<file path="src/verilog/drbe_cfg.svh">
`ifndef DRBE_CFG_SVH
`define DRBE_CFG_SVH

// ring geometry
`define LC_COUNT 4
`define LC_DEPTH 16

// sample address within one controller's memory
`define LC_ADDR_W 4

// two 16-bit words per sample
`define SAMPLE_W 32

// destination tag carried by every packet
`define DEST_W 4

`endif

</file>
<file path="src/verilog/drbe_ctrl_pkg.sv">
`default_nettype none

package drbe_ctrl_pkg;

	// write token stage
	typedef enum logic [1:0] {
		WR_IDLE = 2'd0,
		WR_FILL = 2'd1,
		WR_FULL = 2'd2
	} wr_state_e;

	// read token stage
	// prefetch always runs ahead of the controller's own reads
	typedef enum logic [1:0] {
		RD_IDLE     = 2'd0,
		RD_PREFETCH = 2'd1,
		RD_READ     = 2'd2,
		RD_PASS     = 2'd3
	} rd_state_e;

endpackage

`default_nettype wire

</file>
<file path="src/verilog/drbe_types_pkg.sv">
`default_nettype none

`include "drbe_cfg.svh"

package drbe_types_pkg;

	typedef logic [`SAMPLE_W-1:0]  sample_t;
	typedef logic [`LC_ADDR_W-1:0] addr_t;
	typedef logic [`DEST_W-1:0]    dest_t;

	// packet opcode, idle marks an empty slot on packet_out
	typedef enum logic [1:0] {
		PKT_IDLE     = 2'd0,
		PKT_READ     = 2'd1,
		PKT_PREFETCH = 2'd2
	} pkt_kind_e;

	// per-controller configuration from the global controller
	typedef struct packed {
		addr_t rd_offset;
		dest_t rd_dest;
		logic  pf_en;
		addr_t pf_start;
		addr_t pf_stop;
		dest_t pf_dest;
	} lc_cfg_t;

	// request from the read sequencer to the sample store
	typedef struct packed {
		pkt_kind_e kind;
		addr_t     addr;
		dest_t     dest;
	} rd_req_t;

	typedef struct packed {
		pkt_kind_e kind;
		sample_t   data;
		dest_t     dest;
	} packet_t;

endpackage

`default_nettype wire

</file>
<file path="src/verilog/lc_read_seq.sv">
`timescale 1ns/1ps
`default_nettype none

`include "drbe_cfg.svh"

module lc_read_seq import drbe_types_pkg::*, drbe_ctrl_pkg::*; (
	input  wire          CLK,
	input  wire          rst_n,
	input  wire          rd_token,
	input  wire lc_cfg_t cfg,
	input  wire          cfg_valid,
	output rd_req_t      rd_req,
	output logic         rd_boundary
);

	rd_state_e state;
	addr_t     addr_q;
	logic      pf_go;
	logic      last_rd;
	logic      last_pf;

	// empty prefetch range when start lies past stop
	assign pf_go   = cfg.pf_en && (cfg.pf_start <= cfg.pf_stop);
	assign last_pf = (addr_q == cfg.pf_stop);
	assign last_rd = (addr_q == addr_t'(`LC_DEPTH - 1));

	////////////////////////////////////////////////////////////
	// token FSM
	////////////////////////////////////////////////////////////

	always_ff @(posedge CLK or negedge rst_n) begin
		if (!rst_n) begin
			state  <= RD_IDLE;
			addr_q <= '0;
		end else begin
			case (state)
				RD_IDLE: begin
					if (rd_token) begin
						if (!cfg_valid) begin
							// nothing to send, pass the token straight on
							state <= RD_PASS;
						end else if (pf_go) begin
							state  <= RD_PREFETCH;
							addr_q <= cfg.pf_start;
						end else begin
							state  <= RD_READ;
							addr_q <= cfg.rd_offset;
						end
					end
				end
				RD_PREFETCH: begin
					if (last_pf) begin
						state  <= RD_READ;
						addr_q <= cfg.rd_offset;
					end else begin
						addr_q <= addr_q + addr_t'(1);
					end
				end
				RD_READ: begin
					if (last_rd) begin
						state <= RD_PASS;
					end else begin
						addr_q <= addr_q + addr_t'(1);
					end
				end
				RD_PASS: state <= RD_IDLE;
				default: state <= RD_IDLE;
			endcase
		end
	end

	////////////////////////////////////////////////////////////
	// request and hand-off
	////////////////////////////////////////////////////////////

	always_comb begin
		rd_req.kind = PKT_IDLE;
		rd_req.addr = addr_q;
		rd_req.dest = cfg.rd_dest;
		case (state)
			RD_PREFETCH: begin
				rd_req.kind = PKT_PREFETCH;
				rd_req.dest = cfg.pf_dest;
			end
			RD_READ: rd_req.kind = PKT_READ;
			default: rd_req.kind = PKT_IDLE;
		endcase
	end

	// one cycle in RD_PASS per token
	assign rd_boundary = (state == RD_PASS);

	// a token arriving mid-round would be dropped without a hand-off
	a_token_when_idle: assert property (@(posedge CLK) disable iff (!rst_n)
		rd_token |-> (state == RD_IDLE));

endmodule

`default_nettype wire

</file>
<file path="src/verilog/lc_ring_top.sv">
`timescale 1ns/1ps
`default_nettype none

`include "drbe_cfg.svh"

module lc_ring_top import drbe_types_pkg::*; (
	input  wire                   CLK,
	input  wire                   rst_n,
	input  wire                   boot_up,
	input  wire [`LC_COUNT-1:0]   cfg_load,
	input  wire lc_cfg_t          cfg_in [`LC_COUNT],
	input  wire                   scenario_update,
	input  wire                   write_go,
	input  wire sample_t          sample_in,
	input  wire                   start,
	output packet_t               packet_out [`LC_COUNT],
	output wire                   write_done,
	output wire                   read_done
);

	// token chains, entry i feeds controller i
	logic [`LC_COUNT:0] wr_chain;
	logic [`LC_COUNT:0] rd_chain;

	assign wr_chain[0] = write_go;
	assign rd_chain[0] = start;

	// last hand-off leaves the ring
	assign write_done = wr_chain[`LC_COUNT];
	assign read_done  = rd_chain[`LC_COUNT];

	for (genvar i = 0; i < `LC_COUNT; i++) begin : g_lc
		local_controller u_lc (
			.CLK             (CLK),
			.rst_n           (rst_n),
			.boot_up         (boot_up),
			.cfg_load        (cfg_load[i]),
			.cfg_in          (cfg_in[i]),
			.scenario_update (scenario_update),
			.sample_in       (sample_in),
			.wr_token        (wr_chain[i]),
			.wr_boundary     (wr_chain[i+1]),
			.rd_token        (rd_chain[i]),
			.rd_boundary     (rd_chain[i+1]),
			.packet_out      (packet_out[i])
		);
	end

endmodule

`default_nettype wire

</file>
<file path="src/verilog/lc_sample_store.sv">
`timescale 1ns/1ps
`default_nettype none

`include "drbe_cfg.svh"

module lc_sample_store import drbe_types_pkg::*; (
	input  wire          CLK,
	input  wire          rst_n,
	input  wire          wr_en,
	input  wire addr_t   wr_addr,
	input  wire sample_t sample_in,
	input  wire rd_req_t rd_req,
	output packet_t      packet_out
);

	sample_t   mem [`LC_DEPTH];
	pkt_kind_e kind_q;
	sample_t   data_q;
	dest_t     dest_q;

	// write port
	always_ff @(posedge CLK) begin
		if (wr_en) begin
			mem[wr_addr] <= sample_in;
		end
	end

	////////////////////////////////////////////////////////////
	// registered read port, one cycle from request to packet
	////////////////////////////////////////////////////////////

	always_ff @(posedge CLK or negedge rst_n) begin
		if (!rst_n) begin
			kind_q <= PKT_IDLE;
		end else begin
			kind_q <= rd_req.kind;
		end
	end

	always_ff @(posedge CLK) begin
		if (rd_req.kind != PKT_IDLE) begin
			data_q <= mem[rd_req.addr];
			dest_q <= rd_req.dest;
		end
	end

	assign packet_out = '{kind: kind_q, data: data_q, dest: dest_q};

	// write ring and read ring must not overlap in one controller
	a_no_rw_clash: assert property (@(posedge CLK) disable iff (!rst_n)
		!(wr_en && (rd_req.kind != PKT_IDLE)));

endmodule

`default_nettype wire

</file>
<file path="src/verilog/lc_write_ctrl.sv">
`timescale 1ns/1ps
`default_nettype none

`include "drbe_cfg.svh"

module lc_write_ctrl import drbe_types_pkg::*, drbe_ctrl_pkg::*; (
	input  wire   CLK,
	input  wire   rst_n,
	input  wire   wr_token,
	output logic  wr_en,
	output addr_t wr_addr,
	output logic  wr_boundary
);

	wr_state_e state;
	addr_t     cnt;

	// address 0 is written on the edge that sees the token
	assign wr_en   = (state == WR_FILL) || ((state == WR_IDLE) && wr_token);
	assign wr_addr = (state == WR_FILL) ? cnt : '0;

	always_ff @(posedge CLK or negedge rst_n) begin
		if (!rst_n) begin
			state       <= WR_IDLE;
			cnt         <= '0;
			wr_boundary <= 1'b0;
		end else begin
			wr_boundary <= 1'b0;
			case (state)
				WR_IDLE: begin
					if (wr_token) begin
						state <= WR_FILL;
						cnt   <= addr_t'(1);
					end
				end
				WR_FILL: begin
					cnt <= cnt + addr_t'(1);
					if (cnt == addr_t'(`LC_DEPTH - 1)) begin
						// next controller starts on the following edge
						state       <= WR_FULL;
						wr_boundary <= 1'b1;
					end
				end
				// full until reset
				WR_FULL: state <= WR_FULL;
				default: state <= WR_IDLE;
			endcase
		end
	end

	// upstream controller must not hand over while this one is filling
	a_no_token_in_fill: assert property (@(posedge CLK) disable iff (!rst_n)
		(state == WR_FILL) |-> !wr_token);

endmodule

`default_nettype wire

</file>
<file path="src/verilog/local_controller.sv">
`timescale 1ns/1ps
`default_nettype none

module local_controller import drbe_types_pkg::*; (
	input  wire          CLK,
	input  wire          rst_n,
	input  wire          boot_up,
	input  wire          cfg_load,
	input  wire lc_cfg_t cfg_in,
	input  wire          scenario_update,
	input  wire sample_t sample_in,
	input  wire          wr_token,
	output wire          wr_boundary,
	input  wire          rd_token,
	output wire          rd_boundary,
	output wire packet_t packet_out
);

	lc_cfg_t cfg_q;
	logic    cfg_valid;
	logic    wr_en;
	addr_t   wr_addr;
	rd_req_t rd_req;

	////////////////////////////////////////////////////////////
	// configuration register
	////////////////////////////////////////////////////////////

	// loads only count during boot_up
	always_ff @(posedge CLK) begin
		if (cfg_load && boot_up) begin
			cfg_q <= cfg_in;
		end
	end

	always_ff @(posedge CLK or negedge rst_n) begin
		if (!rst_n) begin
			cfg_valid <= 1'b0;
		end else if (scenario_update) begin
			cfg_valid <= 1'b0;
		end else if (cfg_load && boot_up) begin
			cfg_valid <= 1'b1;
		end
	end

	////////////////////////////////////////////////////////////
	// stages
	////////////////////////////////////////////////////////////

	lc_write_ctrl u_wr (
		.CLK         (CLK),
		.rst_n       (rst_n),
		.wr_token    (wr_token),
		.wr_en       (wr_en),
		.wr_addr     (wr_addr),
		.wr_boundary (wr_boundary)
	);

	lc_read_seq u_rd (
		.CLK         (CLK),
		.rst_n       (rst_n),
		.rd_token    (rd_token),
		.cfg         (cfg_q),
		.cfg_valid   (cfg_valid),
		.rd_req      (rd_req),
		.rd_boundary (rd_boundary)
	);

	lc_sample_store u_mem (
		.CLK        (CLK),
		.rst_n      (rst_n),
		.wr_en      (wr_en),
		.wr_addr    (wr_addr),
		.sample_in  (sample_in),
		.rd_req     (rd_req),
		.packet_out (packet_out)
	);

endmodule

`default_nettype wire
</file>
<file path="config.mk">
export PLATFORM = sky130hd
export DESIGN_NAME = lc_ring_top
export DESIGN_NICKNAME = d
export VERILOG_FILES = /design/src/verilog/drbe_ctrl_pkg.sv /design/src/verilog/drbe_types_pkg.sv /design/src/verilog/lc_read_seq.sv /design/src/verilog/lc_ring_top.sv /design/src/verilog/lc_sample_store.sv /design/src/verilog/lc_write_ctrl.sv /design/src/verilog/local_controller.sv
export VERILOG_INCLUDE_DIRS = /design/src /design/src/verilog
export SDC_FILE = /design/constraint.sdc
export NUM_CORES = 2
export LEC_CHECK = 0
export ABC_AREA = 0
export ABC_CLOCK_PERIOD_IN_PS = 7300
export BUFFER_PORTS_ARGS = -buffer_cell sky130_fd_sc_hd__buf_2
export CAP_MARGIN = 10
export CORE_MARGIN = 4
export CORE_UTILIZATION = 45
export DETAILED_ROUTE_END_ITERATION = 7
export GPL_ROUTABILITY_DRIVEN = 0
export PLACE_DENSITY = 0.61
export SLEW_MARGIN = 10
export SYNTH_ARGS = -nofsm -noshare
export SYNTH_HDL_FRONTEND = slang
export SYNTH_SLANG_ARGS = --single-unit
</file>
<file path="constraint.sdc">
create_clock -name CLK -period 7.3 [get_ports CLK]
set_input_delay 0.73 -clock CLK [delete_from_list [all_inputs] [get_ports CLK]]
set_output_delay 0.73 -clock CLK [all_outputs]
set_load 0.1 [all_outputs]
</file>
==> run_results.csv <==
group,metric,value,unit
run_status,status,"finished clean",
drt,first_pass_iters,5,
sta,finalCritPeriodShare,0.4322,
floorplanning,die_w,456.2,um
worst_setup_path,r2r-end,"g_lc[0].u_lc.u_mem.data_q[26]",
floorplanning,die_y,456.2,um
sta,final-setup-viol-count,0,
floorplanning,num_rows,164,
worst_setup_path,cp_common_cell,"o21ai_0",
layout,final_common_cell,"edfxtp_1",
sta,rsz0062_at_grt,"no",
sta,setup_tns,0,ps
sta,worstMarginPinSlew,1133,ps
sta,clock.fmax,317.0,MHz
yosys,ys_ff_latch,2340,
clocking,insertion_delay,850,ps
clocking,clk_path_buf_depth,3,
worst_setup_path,rrSetupSlack,4150,ps
sta,fin_crit,3155,ps
yosys,syn_inst,4551,
drt,drc,0,
floorplanning,coreArea,199900,um^2
clocking,post_cts_buffers,0,
drt,via_per_inst,5.787,
sta,slew_violations,0,
worst_setup_path,cpLargestDelayFamily,"flip-flops",
worst_setup_path,setup.worst_path.class,"flip-flop to flip-flop",
yosys,avgSynthCellArea,19.87,um^2
yosys,synth_cell_types,71,
layout,final_cell_mix,"edfxtp_1, mux2i_1, mux4_2, buf_2, clkbuf_16",
worst_setup_path,rr_worst_depth,6,
yosys,synth_nets,4727,
yosys,ys.flop_type,"edfxtp_1",
power_and_ir_drop,p_per_area,396.6,nW/um^2
clocking,htreeDepth,4,
global_routing,grt_use_total,0.2102,
drt,postRouteAntennaNets,0,
worst_setup_path,required,7890,ps
job,cap_violations,0,
floorplanning,start_util,0.4524,
sta,hold_viol,0,
min_path,worst_hold_path_type,"input port to flip-flop",
worst_setup_path,crit_path_start_kind,"flip-flop",
worst_setup_path,cpPeakStageDelay,980,ps
layout,drive_above_1_share,0.2338,
layout,area_delta_synth_final,14.83,%
worst_setup_path,critPathCapture,"g_lc[0].u_lc.u_mem.data_q[26]",
worst_setup_path,endpoint_kind,"flip-flop",
floorplanning,die_area,208100,um^2
sta,fin_worst_skew,17.48,ps
placement,io_buffers,279,
power_and_ir_drop,vdd_ir_drop_max,0.0003970,V
global_routing,grt_start_max_net_pins,137,
worst_setup_path,critPathBufInv,1,
worst_setup_path,r2r-start,"g_lc[0].u_lc.u_rd.addr_q[0]",
clocking,numCtsBuffers,233,
worst_setup_path,cp.arrival,3750,ps
floorplanning,pin_count,280,
drt,drt-total-wl,221400,um
worst_setup_path,crit_fanout,53,
power_and_ir_drop,power.leakage,34.66,nW
global_routing,grt_pass1_wl,322000,um
worst_setup_path,crit_chain,"buf_4, mux2_2, o21ai_0, a21oi_1, o21ai_0, nand2_1",
sta,max_slew_margin,0.2446,
global_routing,grt_pass1_vias,47030,
yosys,syn_area,90410,um^2
worst_setup_path,critical_path_depth,6,
worst_setup_path,critPathLaunch,"g_lc[0].u_lc.u_rd.addr_q[0]",
power_and_ir_drop,design_power_total,41.17,mW
clocking,clkTransAtPathRegs,60,ps
global_routing,antenna_found_initial,17,
yosys,seq_area_frac_synth,0.7737,
placement,hpwl,112800,um
layout,final_nets,5209,
drt,drt-initial-drc-count,4558,
clocking,cts_tree,"done",
worst_setup_path,critPathSlowestCell,"dfrtp_4",
layout,fillCellCount,15770,
clocking,clock-root-buffer,"clkbuf_16",
clocking,cts_resized,0,
yosys,async_reset_ff_frac,0.02735,
global_routing,grt-ovfl-total,0,
clocking,cts_sinks,2340,
yosys,yosys_warnings,0,
drt,drt-wirelength-per-cell,28.07,um
drt,vias,45660,
yosys,synth_edf_count,2276,
## metal layers
layer / up-vias / track usage / wire (um)
li1: 19700 / - / -
met1: 24220 / 0.2798 / 92570
met2: 1437 / 0.3608 / 111200
met3: 309 / 0.03242 / 12150
met4: 2 / 0.05982 / 5525
met5: - / 0 / 13
## kinds of logic (layout without fill, tap and decap cells)
family	after synthesis	after routing	synth area share
flops	2340	2340	0.7737
fa+ha+maj	50	50	0.006920
buf+inv	297	976	0.01673
mux	753	753	0.1284
xor+xnor	24	24	0.002740
other cells	0	4	0
simple gates	473	473	0.02405
compound gates	614	614	0.04747
## cell type report
type | instances | area (um^2) | area share
diodes | 4 | 10.01 | 0.00009641
clock buffers | 287 | 6181 | 0.05954
clock inverters | 145 | 1450 | 0.01397
inverters | 59 | 221.5 | 0.002133
multi-input cells | 1914 | 19460 | 0.1875
flip-flops and latches | 2340 | 69980 | 0.6741
well taps | 2656 | 3323 | 0.03201
repair buffers | 485 | 3183 | 0.03066
## flip-flops by register name, summed over array words and instances (netlist names)
signal / cells
g_lc.u_lc.u_rd.state: 8
g_lc.u_lc.cfg_q: 84
g_lc.u_lc.cfg_valid: 4
g_lc.u_lc.u_mem.mem: 2048
g_lc.u_lc.u_wr.wr_boundary: 4
g_lc.u_lc.u_mem.data_q: 128
g_lc.u_lc.u_wr.state: 8
g_lc.u_lc.u_rd.addr_q: 16
g_lc.u_lc.u_mem.dest_q: 16
g_lc.u_lc.u_mem.kind_q: 8
g_lc.u_lc.u_wr.cnt: 16
## worst min path at each step
stage | startpoint | endpoint | slack (ps) | cells after the start
6_report | cfg_in[45] | g_lc[1].u_lc.cfg_q[3] | 80 | 1
4_1_cts | cfg_in[0] | g_lc[3].u_lc.cfg_q[0] | 0.2 | 1
2_1_floorplan | rst_n | g_lc[0].u_lc.cfg_valid | 430 | 0
5_1_grt | cfg_in[68] | g_lc[0].u_lc.cfg_q[5] | 30 | 1
3_3_place_gp | g_lc[1].u_lc.u_rd.state[0] | g_lc[1].u_lc.u_rd.state[0] | 530 | 2
3_5_place_dp | g_lc[0].u_lc.cfg_q[3] | g_lc[0].u_lc.u_mem.dest_q[3] | 530 | 1
## power by group
group	internal [mW]	switching (mW)	leakage (nW)
Clock	6.97	5.01	3.76
Combinational	3.98	8.53	9.49
Sequential	15.8	0.910	21.4
Total	26.7	14.4	34.7
## metrics by stage
step	worst slack (ps)	util	hold slack, ps	std cells	cell area, um^2
after floorplan	2737	-	434.4	4551	90410
final	4145	0.5195	75.96	7890	103800
after global placement	4176	0.4774	527.4	7379	95420
after detailed placement	4105	0.4775	532.5	7379	95430
after CTS	4093	0.5194	0.2320	7886	103800
after global routing	3878	0.5194	27.33	7887	103800
## cells in the mapped netlist (49+ instances only)
master       n  area, um^2
a21oi_1     68       340.3
nand2_1    221       829.6
o21ai_0    141       705.7
mux2i_1    379        3794
clkbuf_1   112       420.4
dfrtp_1     64        1602
a221oi_1   166        1454
mux2_2      49       551.8
ha_1        50       625.6
buf_4       59       442.9
mux4_2     320        7207
a22oi_1     96       720.7
edfxtp_1  2276       68350
inv_1       57       214.0
nor2_1      91       341.6
## what timing repair did
action	in CTS	in global routing
endpoints found under the setup margin	0	0
endpoints found under the hold margin	92	0
hold buffers	75	0
Power figures use the tool's default switching activity.
